[config.mk]
export PLATFORM = sky130hd
export DESIGN_NAME = esaxi
export DESIGN_NICKNAME = d
export VERILOG_FILES = /design/src/logic/esaxi_pkg.sv /design/src/logic/esaxi.sv /design/src/logic/esaxi_packet_codec.sv /design/src/logic/esaxi_read_channel.sv /design/src/logic/esaxi_write_channel.sv
export SDC_FILE = /design/constraint.sdc
export NUM_CORES = 1
export LEC_CHECK = 0
export BUFFER_PORTS_ARGS = -buffer_cell sky130_fd_sc_hd__buf_4
export CAP_MARGIN = 20
export CORE_AREA = 2 2 213 215
export DETAILED_ROUTE_END_ITERATION = 10
export DIE_AREA = 0 0 215 217
export GPL_TIMING_DRIVEN = 0
export MAX_ROUTING_LAYER = met4
export SYNTH_ARGS = -nofsm -noshare
export SYNTH_HDL_FRONTEND = slang
export SYNTH_HIERARCHICAL = 1
export SYNTH_SLANG_ARGS = --single-unit
[constraint.sdc]
create_clock -name s_axi_aclk -period 6.35 [get_ports s_axi_aclk]
set_clock_uncertainty 0.05 [all_clocks]
set_input_delay 0 -clock s_axi_aclk [delete_from_list [all_inputs] [get_ports s_axi_aclk]]
set_output_delay 0 -clock s_axi_aclk [all_outputs]
set_load 0.02 [all_outputs]
[src/logic/esaxi_pkg.sv]
`default_nettype none

package esaxi_pkg;

   // ####################################################################
   // widths
   // ####################################################################
   localparam int aw      = 32;             // axi and mesh address
   localparam int dw      = 32;             // data word
   localparam int pw      = 104;            // mesh packet
   localparam int dmode_w = 2;              // datamode field
   localparam int ctrl_w  = 5;              // ctrlmode field

   // axi codes
   localparam logic [1:0] burst_incr = 2'b01;    // fixed and wrap are treated alike
   localparam logic [2:0] size_byte  = 3'd0;
   localparam logic [2:0] size_half  = 3'd1;
   localparam logic [2:0] size_word  = 3'd2;
   localparam logic [1:0] resp_okay  = 2'b00;

   // read response group, sits under the node id in the return address
   localparam logic [3:0] egroup_rr = 4'he;

   // ####################################################################
   // packet field positions
   // ####################################################################
   localparam int pkt_write_bit = 0;        // 1 = write, 0 = read request
   localparam int pkt_dmode_lsb = 1;        // bits 2:1
   localparam int pkt_ctrl_lsb  = 3;        // bits 7:3, kept zero
   localparam int pkt_dst_lsb   = 8;        // bits 39:8
   localparam int pkt_data_lsb  = 40;       // bits 71:40
   localparam int pkt_src_lsb   = 72;       // bits 103:72

   // one data word, whole or by byte lane
   typedef union packed {
      logic [dw-1:0]   word;
      logic [3:0][7:0] bytes;               // lane 0 is the lowest address
   } data_word_u;

endpackage

`default_nettype wire

[src/logic/esaxi.sv]
`timescale 1ns/10ps
`default_nettype none

module esaxi
   import esaxi_pkg::*;
#(
   parameter logic [11:0] id  = 12'h810,    // mesh node id
   parameter int          idw = 12          // axi id width
)
(
   input  wire              s_axi_aclk,
   input  wire              s_axi_aresetn,
   // write address
   input  wire [idw-1:0]    s_axi_awid,
   input  wire [aw-1:0]     s_axi_awaddr,
   input  wire [7:0]        s_axi_awlen,
   input  wire [2:0]        s_axi_awsize,
   input  wire [1:0]        s_axi_awburst,
   input  wire              s_axi_awvalid,
   output logic             s_axi_awready,
   // write data
   input  wire [dw-1:0]     s_axi_wdata,
   input  wire [dw/8-1:0]   s_axi_wstrb,
   input  wire              s_axi_wlast,
   input  wire              s_axi_wvalid,
   output logic             s_axi_wready,
   // write response
   output logic [idw-1:0]   s_axi_bid,
   output logic [1:0]       s_axi_bresp,
   output logic             s_axi_bvalid,
   input  wire              s_axi_bready,
   // read address
   input  wire [idw-1:0]    s_axi_arid,
   input  wire [aw-1:0]     s_axi_araddr,
   input  wire [7:0]        s_axi_arlen,
   input  wire [2:0]        s_axi_arsize,
   input  wire [1:0]        s_axi_arburst,
   input  wire              s_axi_arvalid,
   output logic             s_axi_arready,
   // read data
   output logic [idw-1:0]   s_axi_rid,
   output logic [dw-1:0]    s_axi_rdata,
   output logic [1:0]       s_axi_rresp,
   output logic             s_axi_rlast,
   output logic             s_axi_rvalid,
   input  wire              s_axi_rready,
   // mesh side
   output logic             txwr_access,
   output logic [pw-1:0]    txwr_packet,
   input  wire              txwr_wait,
   output logic             txrd_access,
   output logic [pw-1:0]    txrd_packet,
   input  wire              rxrr_access,
   input  wire [pw-1:0]     rxrr_packet
);

   logic [aw-1:0]      wr_dstaddr;
   logic [dw-1:0]      wr_data;
   logic [dmode_w-1:0] wr_datamode;
   logic [aw-1:0]      rd_dstaddr;
   logic [dmode_w-1:0] rd_datamode;
   logic [dw-1:0]      rsp_data;            // unpacked response word

   // ####################################################################
   // channels and codec
   // ####################################################################
   esaxi_write_channel #(.idw(idw)) u_write_channel (
      .s_axi_aclk (s_axi_aclk),     .s_axi_aresetn (s_axi_aresetn),
      .awid       (s_axi_awid),     .awaddr        (s_axi_awaddr),
      .awlen      (s_axi_awlen),    .awsize        (s_axi_awsize),
      .awburst    (s_axi_awburst),  .awvalid       (s_axi_awvalid),
      .awready    (s_axi_awready),  .wdata         (s_axi_wdata),
      .wstrb      (s_axi_wstrb),    .wlast         (s_axi_wlast),
      .wvalid     (s_axi_wvalid),   .wready        (s_axi_wready),
      .bid        (s_axi_bid),      .bresp         (s_axi_bresp),
      .bvalid     (s_axi_bvalid),   .bready        (s_axi_bready),
      .txwr_wait  (txwr_wait),      .wr_req        (txwr_access),  // request level is the access
      .wr_dstaddr (wr_dstaddr),     .wr_data       (wr_data),
      .wr_datamode(wr_datamode)
   );

   esaxi_read_channel #(.idw(idw)) u_read_channel (
      .s_axi_aclk (s_axi_aclk),     .s_axi_aresetn (s_axi_aresetn),
      .arid       (s_axi_arid),     .araddr        (s_axi_araddr),
      .arlen      (s_axi_arlen),    .arsize        (s_axi_arsize),
      .arburst    (s_axi_arburst),  .arvalid       (s_axi_arvalid),
      .arready    (s_axi_arready),  .rid           (s_axi_rid),
      .rdata      (s_axi_rdata),    .rresp         (s_axi_rresp),
      .rlast      (s_axi_rlast),    .rvalid        (s_axi_rvalid),
      .rready     (s_axi_rready),   .rxrr_access   (rxrr_access),
      .rsp_data   (rsp_data),       .rd_req        (txrd_access),
      .rd_dstaddr (rd_dstaddr),     .rd_datamode   (rd_datamode)
   );

   esaxi_packet_codec #(.id(id)) u_packet_codec (
      .wr_dstaddr (wr_dstaddr),     .wr_data       (wr_data),
      .wr_datamode(wr_datamode),    .rd_dstaddr    (rd_dstaddr),
      .rd_datamode(rd_datamode),    .rxrr_packet   (rxrr_packet),
      .txwr_packet(txwr_packet),    .txrd_packet   (txrd_packet),
      .rsp_data   (rsp_data)
   );

endmodule

`default_nettype wire

[src/logic/esaxi_packet_codec.sv]
`timescale 1ns/10ps
`default_nettype none

module esaxi_packet_codec
   import esaxi_pkg::*;
#(
   parameter logic [11:0] id = 12'h810
)
(
   input  wire [aw-1:0]      wr_dstaddr,
   input  wire [dw-1:0]      wr_data,
   input  wire [dmode_w-1:0] wr_datamode,
   input  wire [aw-1:0]      rd_dstaddr,
   input  wire [dmode_w-1:0] rd_datamode,
   input  wire [pw-1:0]      rxrr_packet,
   output logic [pw-1:0]     txwr_packet,
   output logic [pw-1:0]     txrd_packet,
   output logic [dw-1:0]     rsp_data
);

   logic [aw-1:0] return_addr;              // where the remote node answers

   assign return_addr = {id, egroup_rr, 16'h0000};

   // write packet, no return address
   always_comb
   begin
      txwr_packet                             = '0;
      txwr_packet[pkt_write_bit]              = 1'b1;
      txwr_packet[pkt_dmode_lsb +: dmode_w]   = wr_datamode;
      txwr_packet[pkt_ctrl_lsb +: ctrl_w]     = '0;
      txwr_packet[pkt_dst_lsb +: aw]          = wr_dstaddr;
      txwr_packet[pkt_data_lsb +: dw]         = wr_data;
   end

   // read request, data field unused
   always_comb
   begin
      txrd_packet                             = '0;
      txrd_packet[pkt_write_bit]              = 1'b0;
      txrd_packet[pkt_dmode_lsb +: dmode_w]   = rd_datamode;
      txrd_packet[pkt_ctrl_lsb +: ctrl_w]     = '0;
      txrd_packet[pkt_dst_lsb +: aw]          = rd_dstaddr;
      txrd_packet[pkt_src_lsb +: aw]          = return_addr;
   end

   assign rsp_data = rxrr_packet[pkt_data_lsb +: dw];   // only the data is needed

endmodule

`default_nettype wire

[src/logic/esaxi_read_channel.sv]
`timescale 1ns/10ps
`default_nettype none

module esaxi_read_channel
   import esaxi_pkg::*;
#(
   parameter int idw = 12
)
(
   input  wire                s_axi_aclk,
   input  wire                s_axi_aresetn,
   input  wire [idw-1:0]      arid,
   input  wire [aw-1:0]       araddr,
   input  wire [7:0]          arlen,
   input  wire [2:0]          arsize,
   input  wire [1:0]          arburst,
   input  wire                arvalid,
   output logic               arready,
   output logic [idw-1:0]     rid,
   output logic [dw-1:0]      rdata,
   output logic [1:0]         rresp,
   output logic               rlast,
   output logic               rvalid,
   input  wire                rready,
   input  wire                rxrr_access,
   input  wire [dw-1:0]       rsp_data,
   output logic               rd_req,
   output logic [aw-1:0]      rd_dstaddr,
   output logic [dmode_w-1:0] rd_datamode
);

   data_word_u    rsp;                      // byte view of the response
   logic          read_active;              // ar taken, last r not yet
   logic          ractive_q;                // for the rising edge
   logic          rnext;                    // non-last beat done, ask again
   logic [7:0]    arlen_q;                  // beats still to go
   logic [aw-1:0] araddr_q;
   logic [2:0]    arsize_q;
   logic [1:0]    arburst_q;
   logic          r_beat;
   logic          last_r_beat;

   assign rsp         = data_word_u'(rsp_data);
   assign r_beat      = rvalid & rready;
   assign last_r_beat = r_beat & rlast;
   assign rresp       = resp_okay;

   // ####################################################################
   // address channel and beat count
   // ####################################################################
   always_ff @(posedge s_axi_aclk)
   begin
      if (!s_axi_aresetn)
      begin
         arready     <= 1'b0;
         read_active <= 1'b0;
         arlen_q     <= 8'd0;
         rlast       <= 1'b0;
      end
      else
      begin
         if (!arready && !read_active)
            arready <= 1'b1;
         else if (arvalid)
            arready <= 1'b0;
         if (arready && arvalid)
            read_active <= 1'b1;
         else if (last_r_beat)
            read_active <= 1'b0;
         if (arready && arvalid)
         begin
            arlen_q <= arlen;
            rlast   <= (arlen == 8'd0);     // single beat read
         end
         else if (r_beat)
         begin
            arlen_q <= arlen_q - 8'd1;
            if (arlen_q == 8'd1)
               rlast <= 1'b1;
         end
      end
   end

   always_ff @(posedge s_axi_aclk)
   begin
      if (arready && arvalid)
      begin
         araddr_q  <= araddr;
         arsize_q  <= arsize;
         arburst_q <= arburst;
         rid       <= arid;
      end
      else if (r_beat && arburst_q == burst_incr)
      begin
         araddr_q[aw-1:2] <= araddr_q[aw-1:2] + 1'b1;
         araddr_q[1:0]    <= 2'b00;
      end
   end

   // ####################################################################
   // request issue, one per beat
   // ####################################################################
   always_ff @(posedge s_axi_aclk)
   begin
      if (!s_axi_aresetn)
      begin
         ractive_q <= 1'b0;
         rnext     <= 1'b0;
         rd_req    <= 1'b0;
         rvalid    <= 1'b0;
      end
      else
      begin
         ractive_q <= read_active;
         rnext     <= r_beat & !rlast;
         rd_req    <= (read_active & !ractive_q) | rnext;
         if (rxrr_access)
            rvalid <= 1'b1;
         else if (rready)
            rvalid <= 1'b0;
      end
   end

   always_ff @(posedge s_axi_aclk)
   begin
      rd_dstaddr  <= araddr_q;
      rd_datamode <= arsize_q[1:0];
      if (rxrr_access)
      begin
         case (arsize_q)
            size_byte : rdata <= {4{rsp.bytes[0]}};
            size_half : rdata <= {2{rsp.bytes[1:0]}};
            default   : rdata <= rsp.word;
         endcase
      end
   end

   // responses only for the one read in flight
   rsp_only_when_active : assert property (@(posedge s_axi_aclk) disable iff (!s_axi_aresetn)
      rxrr_access |-> read_active);

endmodule

`default_nettype wire

[src/logic/esaxi_write_channel.sv]
`timescale 1ns/10ps
`default_nettype none

module esaxi_write_channel
   import esaxi_pkg::*;
#(
   parameter int idw = 12
)
(
   input  wire                s_axi_aclk,
   input  wire                s_axi_aresetn,
   input  wire [idw-1:0]      awid,
   input  wire [aw-1:0]       awaddr,
   input  wire [7:0]          awlen,        // only checked against wlast
   input  wire [2:0]          awsize,
   input  wire [1:0]          awburst,
   input  wire                awvalid,
   output logic               awready,
   input  wire [dw-1:0]       wdata,
   input  wire [dw/8-1:0]     wstrb,
   input  wire                wlast,
   input  wire                wvalid,
   output logic               wready,
   output logic [idw-1:0]     bid,
   output logic [1:0]         bresp,
   output logic               bvalid,
   input  wire                bready,
   input  wire                txwr_wait,
   output logic               wr_req,
   output logic [aw-1:0]      wr_dstaddr,
   output logic [dw-1:0]      wr_data,
   output logic [dmode_w-1:0] wr_datamode
);

   data_word_u         wd;                  // byte view of wdata
   logic               write_active;        // aw taken, last beat not yet
   logic [7:0]         beats_left;
   logic [aw-1:0]      awaddr_q;
   logic [2:0]         awsize_q;
   logic [1:0]         awburst_q;
   logic               beat;
   logic               last_beat;
   logic               pre_req;             // stage 1 valid
   logic [aw-1:0]      dst_s1;
   logic [dw-1:0]      data_s1;
   logic [dmode_w-1:0] dmode_s1;

   assign wd        = data_word_u'(wdata);
   assign beat      = wready & wvalid;
   assign last_beat = beat & wlast;
   assign bresp     = resp_okay;            // no error path

   // ####################################################################
   // address and response handshakes
   // ####################################################################
   always_ff @(posedge s_axi_aclk)
   begin
      if (!s_axi_aresetn)
      begin
         awready      <= 1'b1;
         write_active <= 1'b0;
         beats_left   <= 8'd0;
         wready       <= 1'b0;
         bvalid       <= 1'b0;
      end
      else
      begin
         if (!awready && !write_active && !bvalid)
            awready <= 1'b1;                // burst and b both done
         else if (awvalid)
            awready <= 1'b0;
         if (awready && awvalid)
         begin
            write_active <= 1'b1;
            beats_left   <= awlen;
         end
         else if (beat)
         begin
            write_active <= !wlast;
            beats_left   <= beats_left - 8'd1;
         end
         if (last_beat)
            wready <= 1'b0;                 // closes the burst
         else if (write_active)
            wready <= !txwr_wait;           // one cycle behind the wait level
         if (last_beat)
            bvalid <= 1'b1;
         else if (bready && bvalid)
            bvalid <= 1'b0;
      end
   end

   // burst capture, word address steps on incr only
   always_ff @(posedge s_axi_aclk)
   begin
      if (awready && awvalid)
      begin
         bid       <= awid;
         awaddr_q  <= awaddr;
         awsize_q  <= awsize;
         awburst_q <= awburst;
      end
      else if (beat && awburst_q == burst_incr)
      begin
         awaddr_q[aw-1:2] <= awaddr_q[aw-1:2] + 1'b1;
         awaddr_q[1:0]    <= 2'b00;
      end
   end

   // ####################################################################
   // request pipeline, two stages behind the beat
   // ####################################################################
   always_ff @(posedge s_axi_aclk)
   begin
      if (!s_axi_aresetn)
      begin
         pre_req <= 1'b0;
         wr_req  <= 1'b0;
      end
      else
      begin
         pre_req <= beat;
         wr_req  <= pre_req;
      end
   end

   always_ff @(posedge s_axi_aclk)
   begin
      dmode_s1         <= awsize_q[1:0];
      dst_s1[aw-1:2]   <= awaddr_q[aw-1:2];
      // lowest strobe picks the lane, word writes go through as is
      if (wstrb[0] || awsize_q == size_word)
      begin
         data_s1     <= wd.word;
         dst_s1[1:0] <= 2'd0;
      end
      else if (wstrb[1])
      begin
         data_s1     <= {8'h00, wd.bytes[3:1]};
         dst_s1[1:0] <= 2'd1;
      end
      else if (wstrb[2])
      begin
         data_s1     <= {16'h0000, wd.bytes[3:2]};
         dst_s1[1:0] <= 2'd2;
      end
      else
      begin
         data_s1     <= {24'h000000, wd.bytes[3]};  // lane 3 or no strobe
         dst_s1[1:0] <= 2'd3;
      end
      wr_dstaddr  <= dst_s1;
      wr_data     <= data_s1;
      wr_datamode <= dmode_s1;
   end

   // b only after the burst has closed
   bvalid_after_burst : assert property (@(posedge s_axi_aclk) disable iff (!s_axi_aresetn)
      $rose(bvalid) |-> !write_active);

   // master's wlast must line up with awlen
   wlast_on_final_beat : assert property (@(posedge s_axi_aclk) disable iff (!s_axi_aresetn)
      beat |-> (wlast == (beats_left == 8'd0)));

endmodule

`default_nettype wire

# Word-level counts from Yosys, hierarchy flattened
# Cells that the tools add are included.
[op_classes]
n_reduce_logical = 33
n_bitwise = 8
n_addsub = 3
n_mux = 25
n_eq_ne = 5
[op_table]
columns = ["operator", "n"]
rows = [
  ["32-bit two-way mux", 6],
  ["32-bit case mux with 2 select lines", 1],
  ["30-bit by 1-bit adder with 30-bit output, second input constant", 2],
  ["2-bit nonzero test", 9],
  ["16-bit two-way mux", 1],
  ["8-bit two-way mux", 2],
  ["1-bit two-way mux", 15],
  ["1-bit logical NOT", 9],
  ["8-bit by 1-bit equality test with 1-bit output, second input constant", 1],
  ["1-bit logical AND", 8],
  ["8-bit logical NOT", 1],
  ["8-bit by 1-bit subtractor with 8-bit output, second input constant", 1],
  ["1-bit AND", 6],
  ["2-bit OR reduction", 3],
  ["2-bit by 1-bit equality test with 1-bit output, second input constant", 2],
  ["3-bit by 1-bit equality test with 1-bit output, second input constant", 1],
  ["3-bit by 2-bit equality test with 1-bit output, second input constant", 1],
  ["3-bit logical NOT", 1],
  ["2-bit AND reduction", 1],
  ["1-bit logical OR", 1],
  ["1-bit inverter", 1],
  ["1-bit bitwise OR", 1],
]
[totals]
output_inout_bits = 276
elab_cells = 107
ff_bits = 317
input_bits = 264

# Longest topological paths before layout
# Gate-level depths: netlist (run 1).
[logic_depth]
word_depth = 4
mapped_depth = 7
ltp_nobuf = 5

# Hierarchy
# Netlist (run 1), hierarchy kept.
[by_module_without_submodules]
columns = ["module", "seq_area_each_um2", "area_each_um2", "n_inst", "cells_each"]
rows = [
  ["esaxi_write_channel", 4174.0, 5830.6, 1, 479],
  ["esaxi_read_channel", 3413.3, 5223.8, 1, 415],
  ["esaxi_packet_codec", 0.0, 1809.2, 1, 242],
]

# Worst setup path after synthesis (run 1)
# No wires, ideal clock.
[synth_timing]
kind = "flip-flop to flip-flop"
start = "reg u_read_channel.rvalid"
end = "reg u_read_channel.araddr_q[0], enable pin"
stages_incl_launch_ff = 3
n_path_buf = 0
required_ns = 5.834
arrival_ns = 3.013
setup_time_ns = 0.466
setup_slack_ns = 2.821
period_less_slack_ns = 3.529
path_cell_list = "dfxtp_1 nand2_1 o21ai_0"
[synth_via]
elab_chain_cells = 3
[synth_lines]
columns = ["item", "line_no", "rtl"]
rows = [
  ["from (decl)", "esaxi_read_channel.sv:23", "output logic rvalid,"],
  ["from (signal assigned)", "esaxi_read_channel.sv:110", "rvalid <= 1'b0;"],
  ["from (signal assigned)", "esaxi_read_channel.sv:118", "rvalid <= 1'b1;"],
  ["from (signal assigned)", "esaxi_read_channel.sv:120", "rvalid <= 1'b0;"],
  ["1-bit AND", "esaxi_read_channel.sv:44", "assign r_beat = rvalid & rready;"],
  ["1-bit logical AND", "esaxi_read_channel.sv:93", "else if (r_beat && arburst_q == burst_incr)"],
  ["2-bit nonzero test (no line)", "n/a", ""],
  ["to (signal assigned)", "esaxi_read_channel.sv:88", "araddr_q <= araddr;"],
  ["to (signal, indexed assignment)", "esaxi_read_channel.sv:95", "araddr_q[aw-1:2] <= araddr_q[aw-1:2] + 1'b1;"],
  ["to (decl)", "esaxi_read_channel.sv:37", "logic [aw-1:0] araddr_q;"],
]
# No other way between the ends.
# A chain may end at the register's enable or synchronous reset.

# Worst setup path in the final report (run 1)
[layout_timing]
start = "reg u_write_channel.awready"
end = "reg u_write_channel.awaddr_q[29], enable pin"
[layout_via]
elab_chain_cells = 2
[layout_lines]
columns = ["item", "line_no", "rtl"]
rows = [
  ["from (decl)", "esaxi_write_channel.sv:18", "output logic awready,"],
  ["from (signal assigned)", "esaxi_write_channel.sv:60", "awready <= 1'b1;"],
  ["from (signal assigned)", "esaxi_write_channel.sv:69", "awready <= 1'b1;"],
  ["from (signal assigned)", "esaxi_write_channel.sv:71", "awready <= 1'b0;"],
  ["1-bit logical AND", "esaxi_write_channel.sv:96", "if (awready && awvalid)"],
  ["2-bit nonzero test (no line)", "n/a", ""],
  ["to (signal assigned)", "esaxi_write_channel.sv:99", "awaddr_q <= awaddr;"],
  ["to (signal, indexed assignment)", "esaxi_write_channel.sv:105", "awaddr_q[aw-1:2] <= awaddr_q[aw-1:2] + 1'b1;"],
  ["to (decl)", "esaxi_write_channel.sv:38", "logic [aw-1:0] awaddr_q;"],
]
# No other way between the ends.

==> reports/metrics.cfg, run 1 <==
[outcome]
status = completed

[worst_setup_path]
worstSetupStartpointType = register
crit_chain = nand2_1, clkbuf_1, clkbuf_1, nand2_1, buf_16
slowest_stage = nand2_1
cp-end-kind = register
cp_max_fo = 16
crit_family = buffers and inverters
cp_num_buf_inv = 3
required_ns = 6.58
slowest_delay_ns = 0.60
crit_type = reg2reg
cp.arrival_ns = 2.86

[global_route]
globalRouteOverflowTotal = 0
grt_max_degree = 34
antenna_found_initial = 0
first_global_vias = 10100
grt_pass1_wl_um = 55100
grt_usage_pct = 15.3

[sta]
finalHoldViolations = 0
rsz0062_at_grt = no
tightest_slew_ns = 0.944
setup_ws_ns = 3.71
fmax_mhz = 379
finalCritPeriodShare_pct = 41.5
setup_viol = 0
setup_tns_ns = 0
hold_slack_ns = 0.0408
finalMaxSlewViolations = 0
slew-limit-headroom_pct = 37.1
period_minus_slack_ns = 2.64

[die]
die_w_um = 215
row_count = 78
io_pins = 540
fp.coreArea_mm2 = 0.0447
die_h_um = 217
dieArea_mm2 = 0.0467
initial_core_util_pct = 28.8

[clock_network]
clk_pin_slew_ns = 0.06
cts_buffers = 36
cts_num_sinks = 315
clk_path_buf_depth = 3
post_cts_buffers = 0
cts_tree = done
clock_latency_ns = 0.54
cts-root-buf = clkbuf_16
htree_num_levels = 2

[yosys]
ys_seq_area_share_pct = 59.0
synth_ff_type = dfxtp_1
synth-compound-area-share_pct = 7.13
synth_area_leaders = edfxtp_1 30%, dfxtp_1 29%, buf_4 14%, nor2_1 2.3%, nand2_1 2.2%
netlist.area_leader.share_pct = 29.9
synth_edf_count = 128
synth-seq-cells = 315
yosysTopAreaCell = edfxtp_1
muxShareOfSynthArea_pct = 2.82
synth.cell_area_mm2 = 0.0129
synth_fa_ha_area_share_pct = 0.389
avgSynthCellArea_um2 = 11.3
synth_top_family_by_area = buffers and inverters
synth_xor_area_share_pct = 1.70
yosys.area_share.simple_pct = 12.8
yosys_warnings = 6
ys_async_sr_fraction_pct = 0
synthCells = 1136
synth_cell_type_count = 55

[pwr]
ir_drop_v = 0.000178
p_leak_nw = 8.67
p_sw_mw = 1.33
swShare_pct = 24.7
power_density_mw_per_mm2 = 271
finalPower_mw = 5.36
p_int_mw = 4.03
power_frac_seq_pct = 44.0
clockPowerShare_pct = 40.0
pwr-share-comb_pct = 16.0

[layout]
final_cell_count_no_fill = 2430
fin_util_pct = 44.2
finalInstanceArea_mm2 = 0.0197
final_common_cell = buf_4
fillers = 4162
final_cell_mix = 556 x buf_4, 208 x dlygate4sd3_1, 187 x dfxtp_1, 128 x edfxtp_1, 112 x conb_1
final_layout_size_suffix_gt1_share_pct = 36.4
n_antenna_cell = 0
area_growth_pct = 53.5
num-nets-final = 2070
multi_input_area_mm2 = 0.00363
seq_area_mm2 = 0.00759

[placement]
place_congestion = 0.854
dpl.hpwl_um = 25400
port_buffers = 310
postPlaceCellArea_mm2 = 0.0164
dp_worst_setup_slack_ns = 3.68
dp.cells = 2156

[routing]
drt_wl_total_um = 35800
drtIter0Drc = 474
drc = 0
vias_per_cell = 4.19
final_antenna_net_count = 0
wl_per_cell_um = 14.7
vias = 10200
detail_route.first_pass.iterations = 5

[min_path]
min_path_type = in2reg

[flow_run]
max_cap_violations = 0

-- sequential cells by signal, indices dropped and copies added, names as in the netlist, 12 cells and up --
register	count
u_read_channel/rd_dstaddr	32
u_write_channel/data_s1	32
u_write_channel/bid	12
u_write_channel/wr_data	32
u_read_channel/rid	12
u_read_channel/araddr_q	32
u_write_channel/wr_dstaddr	32
u_read_channel/rdata	32
u_write_channel/dst_s1	32
u_write_channel/awaddr_q	30
-- power groups by stage --
stage | Clock, mW | Sequential, mW | Combinational, mW
6_report | 2.14 | 2.36 | 0.855
3_3_place_gp | 0 | 2.40 | 0.725
3_5_place_dp | 0 | 2.40 | 0.737
5_1_grt | 2.30 | 2.38 | 0.917
2_1_floorplan | 0 | 2.41 | 0.432
4_1_cts | 2.21 | 2.36 | 0.853
-- final timing paths --
| path | startpoint | to | slack (ns) | depth (start not counted) |
|---|---|---|---|---|
| setup reg to reg | u_write_channel/awready | u_write_channel/awaddr_q[29] | 3.71 | 5 |
| hold / removal | s_axi_arvalid | u_read_channel/arlen_q[7] | 0.04 | 5 |
| setup / recovery | u_write_channel/awready | u_write_channel/awaddr_q[29] | 3.71 | 5 |
| hold reg to reg | u_write_channel/data_s1[10] | u_write_channel/wr_data[10] | 0.27 | 0 |
-- cell families after synthesis --
kind of cell | Yosys count
adder cells (fa/ha/maj) | 4
buffers and inverters | 293
XOR/XNOR | 25
flip-flops | 315
AO/OA/AOI/OAI | 156
multiplexers | 34
other | 4
AND/OR/NAND/NOR | 305
-- worst reg2reg max path, stage by stage (launching register included) --
cell and delay, ns:
dfxtp_1 0.36, nand2_1 0.15, clkbuf_1 0.38, clkbuf_1 0.45
nand2_1 0.60, buf_16 0.37
-- area by class of cell --
type                            count  share of cell area (%)
Buffer                            283                    10.3
Clock buffer                       50                    5.46
Clock inverter                     16                   0.849
Inverter                           10                   0.190
Multi-Input combinational cell    636                    18.4
Sequential cell                   315                    38.4
Tap cell                          600                    3.80
Timing Repair Buffer              520                    22.6
-- metal layers --
layer  vias up  GRT usage (%)  routed length (um)
li1       4979              -                   -
met1      4749           17.8               14700
met2       394           26.2               17800
met3        70           3.02                2250
met4         0           5.38                 988
met5         -              -                   0
-- cells in the mapped netlist, types with 3 or more instances --
master    number
a211oi_1       5
or4_1         24
buf_2          7
nor3_1         6
inv_1          8
buf_4        246
edfxtp_1     128
or3_1         12
xor2_1        19
o21ai_0       42
nor4_1         3
and2_2         3
nand3_1       31
clkbuf_1      26
a31oi_1       32
mux2i_1       16
and2_1        11
mux2_2        18
nand2_1       76
and3_1        16
a21oi_1       47
xnor2_1        6
o211ai_1       5
and3_2         4
ha_1           4
dfxtp_1      187
conb_1         4
nor2_1        78
nand4_1       16
nand4_4        4
o31ai_1       18
and4_1         4
-- repair_timing --
item	in CTS	in global routing
gates resized for setup	0	0
endpoints found under the hold margin	213	0
hold buffers	208	0
(Power assumes the default switching activity.)
==> run 2: changes to the inputs <==
- CORE_AREA: 2 2 213 215 -> 2 2 210 212
- DIE_AREA: 0 0 215 217 -> 0 0 212 214
- clock period: 6.35 -> 2.4 ns (I/O delays scaled with it)
==> run 2 against run 1 <==
Fmax grew 14%; non-clock buffer count is 1 lower; worst hold slack improved by 0.013 ns; largest cell class unchanged; cell count shrank 0.58%; setup slack got worse by 3.6 ns; critical path type unchanged; combinational power grew to 2.7 times the previous value; critical endpoint is now u_read_channel/rdata[29]; via count grew 1.5%; die area is 2.8% lower; utilization is 1.7 points higher; first-iteration DRC count is 9.1% higher.
==> reports/metrics.cfg, run 2 (synthesis results as in run 1) <==
[outcome]
status = completed

[die]
fp.coreArea_mm2 = 0.0429
dieArea_mm2 = 0.0454
initial_core_util_pct = 30.0
die_w_um = 212
die_h_um = 214
io_pins = 540
row_count = 76

[sta]
finalCritPeriodShare_pct = 96.3
setup_viol = 0
finalHoldViolations = 0
setup_ws_ns = 0.0900
rsz0062_at_grt = no
period_minus_slack_ns = 2.31
finalMaxSlewViolations = 0
slew-limit-headroom_pct = 40.7
tightest_slew_ns = 0.884
fmax_mhz = 433

[worst_setup_path]
cp_num_buf_inv = 2
crit_chain = nor2_1, clkbuf_1, nor2_1, a21oi_1, dlygate4sd3_1
cp_max_fo = 10
cp-end-kind = register
slowest_delay_ns = 0.56
cp.arrival_ns = 2.66
crit_family = buffers and inverters
required_ns = 2.75
cp_common_cell = nor2_1
crit_type = reg2reg
rrSetupSlack_ns = 0.09
slowest_stage = dlygate4sd3_1
worstSetupStartpointType = register

[routing]
drt_wl_total_um = 36700
drc = 0
drtIter0Drc = 517
wl_per_cell_um = 15.2
vias_per_cell = 4.28
detail_route.first_pass.iterations = 5
final_antenna_net_count = 0
vias = 10300

[pwr]
ir_drop_v = 0.000417
swShare_pct = 25.3
power_frac_seq_pct = 44.8
pwr-share-comb_pct = 16.4
clockPowerShare_pct = 38.8
p_leak_nw = 8.63
p_int_mw = 10.4
p_sw_mw = 3.52
power_density_mw_per_mm2 = 708

[layout]
seq_area_mm2 = 0.00759
area_growth_pct = 52.8
num-nets-final = 2069
final_common_cell = buf_4
final_cell_mix = 556 x buf_4, 207 x dlygate4sd3_1, 187 x dfxtp_1, 128 x edfxtp_1, 112 x conb_1
final_cell_count_no_fill = 2416
final_layout_size_suffix_gt1_share_pct = 36.4
fillers = 3890
multi_input_area_mm2 = 0.00363

[global_route]
antenna_found_initial = 0
grt_usage_pct = 16.0
use_met2_pct = 27.3
grt_use_met3_pct = 3.64
grt_pass1_wl_um = 55400
grt_util_met1_pct = 17.5
grt_max_degree = 34
first_global_vias = 10400
globalRouteOverflowTotal = 0
grt.busiest_layer = met2

[placement]
dp_worst_setup_slack_ns = -0.0593
port_buffers = 310
dp.cells = 2141
dpl.hpwl_um = 25600
place_congestion = 0.859

[flow_run]
max_cap_violations = 0

[clock_network]
clock_latency_ns = 0.53
cts_num_sinks = 315
clk_path_buf_depth = 3
htree_num_levels = 2
cts_tree = done
post_cts_buffers = 0
clk_pin_slew_ns = 0.06
cts-root-buf = clkbuf_16
cts_buffers = 36

[min_path]
min_path_type = in2reg

[run 2: changes by cell type in the layout (fill, tap and decap cells not counted), moves of 2 or more]
| cell | before | now |
|---|---|---|
| clkbuf_1 | 30 | 32 |
| clkbuf_16 | 39 | 41 |
| clkbuf_2 | 1 | 3 |
| bufinv_16 | 3 | 0 |
| clkbuf_8 | 8 | 5 |
| diode_2 | 0 | 2 |
[run 2: final timing paths]
| kind | end | cells past startpoint | start |
|---|---|---|---|
| worst min-delay path | u_write_channel/dst_s1[0] | 3 | s_axi_wstrb[2] |
| worst min register to register | u_write_channel/wr_data[7] | 0 | u_write_channel/data_s1[7] |
| worst max register to register | u_read_channel/rdata[29] | 5 | u_read_channel/arsize_q[1] |
| worst max-delay path | u_read_channel/rdata[29] | 5 | u_read_channel/arsize_q[1] |
[run 2: power by group through the flow]
stage                     clock [mW]  sequential, mW  combinational [mW]
after CTS                       5.57            6.24                2.26
after global routing            5.80            6.29                2.44
after detailed placement           0            6.36                1.95
final                           5.40            6.24                2.28
after global placement             0            6.35                1.92
after floorplan                    0            6.37                1.14
[run 2: repair_timing]
item	CTS	global route
endpoints found under the setup margin	21	21
gates resized for setup	1	2
hold endpoints to repair	214	0
hold buffers	207	0
[run 2: metal layers]
| layer | up-vias | wire (um) |
|---|---|---|
| met3 | 111 | 2910 |
| met4 | 0 | 1520 |
| li1 | 4981 | - |
| met2 | 491 | 18100 |
| met5 | - | 0 |
| met1 | 4757 | 14100 |
[run 2: area by class of cell]
| type | instances | share of cell area [%] |
|---|---|---|
| diodes | 2 | 0.0255 |
| clock inverters | 13 | 0.420 |
| clock buffers | 53 | 5.61 |
| multi-input cells | 636 | 18.5 |
| well taps | 585 | 3.72 |
| plain buffers | 283 | 10.3 |
| inverters | 10 | 0.191 |
| flip-flops and latches | 315 | 38.6 |
| repair buffers | 519 | 22.7 |
[run 2: tightest hold or removal path: cells and delay by family]
family                 cells  cell delay [ns]
AOI/OAI and AO/OA          1             0.18
buffers and inverters      2             0.42
[run 2: metrics by stage]
stage / hold WS, ns / util (%) / total power [mW] / TNS, ns / instance area, um^2
after floorplan: 0.0119 / - / 7.51 / 0 / 13300
final: 0.0534 / 45.8 / 13.9 / 0 / 19700
after global placement: 0.129 / 38.1 / 8.27 / -27.68 / 16300
after global routing: 0.0827 / 45.8 / 14.5 / 0 / 19700
after detailed placement: 0.129 / 38.2 / 8.31 / -1.22 / 16400
after CTS: 0.00850 / 45.8 / 14.1 / 0 / 19700
==> run 3: changes to the inputs <==
- ABC_AREA: unset -> 1
- CORE_AREA: 2 2 210 212 -> 2 2 211 213
- DIE_AREA: 0 0 212 214 -> 0 0 213 215
==> run 3 against run 2 <==
Sequential share of layout area fell by 0.83 points; count of clock-buffer cells in the layout down 5; via count increased by 7.2%.
==> reports/metrics.cfg, run 3 <==
[die]
row_count = 77
initial_core_util_pct = 30.5
die_w_um = 213
dieArea_mm2 = 0.0458
io_pins = 540
die_h_um = 215
fp.coreArea_mm2 = 0.0436

[worst_setup_path]
cp-end-kind = register
required_ns = 2.76
cp_max_fo = 10
cp.arrival_ns = 2.59
r2r_start = u_write_channel/awsize_q[0]
worstSetupStartpointType = register
critPathLaunch = u_write_channel/awsize_q[0]
crit_type = reg2reg

[yosys]
yosysTopAreaCell = edfxtp_1
ys_seq_area_share_pct = 56.9
synth.cell_area_mm2 = 0.0133
yosys_warnings = 6
synth-seq-cells = 315
synth_ff_type = dfxtp_1
synth_area_leaders = edfxtp_1 29%, dfxtp_1 28%, buf_4 14%, nand2_1 11%, nor2_1 2.7%
avgSynthCellArea_um2 = 9.37
synth_cell_type_count = 36
synth_edf_count = 128
synthCells = 1423
synthTopCellsByCount = 385 x nand2_1, 246 x buf_4, 187 x dfxtp_1
synth_most_common_cell = nand2_1
netlist.area_leader.share_pct = 28.8
ys_async_sr_fraction_pct = 0

[routing]
wl_per_cell_um = 14.2
vias = 11100
drc = 0
detail_route.first_pass.iterations = 6
vias_per_cell = 4.09
drt_wl_total_um = 38500
final_antenna_net_count = 0
drtIter0Drc = 716

[pwr]
p_leak_nw = 9.42
power_density_mw_per_mm2 = 694
ir_drop_v = 0.000388

[layout]
area_growth_pct = 50.7
final_layout_size_suffix_gt1_share_pct = 32.1
final_cell_mix = 556 x buf_4, 385 x nand2_1, 206 x dlygate4sd3_1, 187 x dfxtp_1, 128 x edfxtp_1
num-nets-final = 2355
final_common_cell = buf_4

[global_route]
globalRouteOverflowTotal = 0
first_global_vias = 11000
antenna_found_initial = 4
grt_max_degree = 34
grt_usage_pct = 16.8
grt_pass1_wl_um = 57900

[sta]
fmax_mhz = 450
rsz0062_at_grt = no
setup_ws_ns = 0.178
hold_slack_ns = 0.0934
tightest_slew_ns = 0.977
finalHoldViolations = 0
finalCritPeriodShare_pct = 92.6
finalMaxSlewViolations = 0
period_minus_slack_ns = 2.22
setup_viol = 0
setup_tns_ns = 0
slew-limit-headroom_pct = 34.9

[clock_network]
cts_tree = done
clock_latency_ns = 0.53
cts_buffers = 36
cts_num_sinks = 315
cts-root-buf = clkbuf_16
clk_pin_slew_ns = 0.06
htree_num_levels = 2
clk_path_buf_depth = 3

[placement]
place_congestion = 0.911
dp_worst_setup_slack_ns = 0.241
port_buffers = 310
dpl.hpwl_um = 27700

[flow_run]
max_cap_violations = 0

[min_path]
hp-start = s_axi_awvalid
min_path_type = in2reg

[outcome]
status = completed

run 3: what timing repair did:
action / in CTS / in global routing
hold endpoints to repair: 214 / 0
endpoints found under the setup margin: 0 / 4
gates resized for setup: 0 / 2
hold buffers: 206 / 0
setup buffers: 0 / 0
run 3: final timing paths:
| path | end | slack, ns | cells after the start |
|---|---|---|---|
| max | u_write_channel/data_s1[17] | 0.18 | 7 |
| min | u_write_channel/awaddr_q[31] | 0.09 | 4 |
| max reg2reg | u_write_channel/data_s1[17] | 0.18 | 7 |
| min reg2reg | u_write_channel/wr_dstaddr[5] | 0.27 | 0 |
run 3: kinds of logic (layout without fill, tap and decap cells):
family,count (synthesis),after routing,synth area share (%)
buf+inv,368,950,17.5
simple gates,598,598,18.9
compound gates,114,114,4.86
flops,315,315,56.9
fa+ha+maj,4,4,0.375
other cells,4,115,0.113
xor+xnor,20,20,1.31
run 3: layout make-up:
type	instances	area [um^2]
Tap cell	592	741
Buffer	272	1970
Inverter	96	360
Sequential cell	315	7590
Clock buffer	48	1040
Clock inverter	16	110
Fill cell	4084	23600
Timing Repair Buffer	518	4420
Multi-Input combinational cell	848	3850
Antenna cell	3	7.51
run 3: through the flow:
stage	instances	utilization (%)	power [mW]	instance area, um^2
floorplan	1531	-	7.60	13800
global placement	2433	38.6	8.38	16800
detailed placement	2435	38.6	8.41	16900
CTS	2705	46.0	14.1	20100
global route	2708	46.0	14.6	20100
finish	2708	46.0	13.9	20100
run 3: critical path, cell delays in order (launching register included):
cell,delay (ns)
edfxtp_1,0.38
nand3b_1,0.22
nand2_4,0.15
inv_1,0.10
nand3_1,0.07
dlygate4sd3_1,0.54
o21ai_0,0.06
dlygate4sd3_1,0.55
run 3: metal layers:
layer	wire length [um]	share of wire (%)	track usage, %	vias up
met5	0	0	-	-
met4	1190	3.1	5.69	0
met3	2840	7.4	3.74	76
met1	15500	40	19.3	5025
met2	19000	49	28.7	448
li1	-	-	-	5531
run 3: report_power, final:
part	internal (mW)	switching, mW	total [mW]
clock	3.16	2.16	5.32
combinational	1.16	1.20	2.36
sequential	6.04	0.217	6.26
total	10.4	3.58	13.9
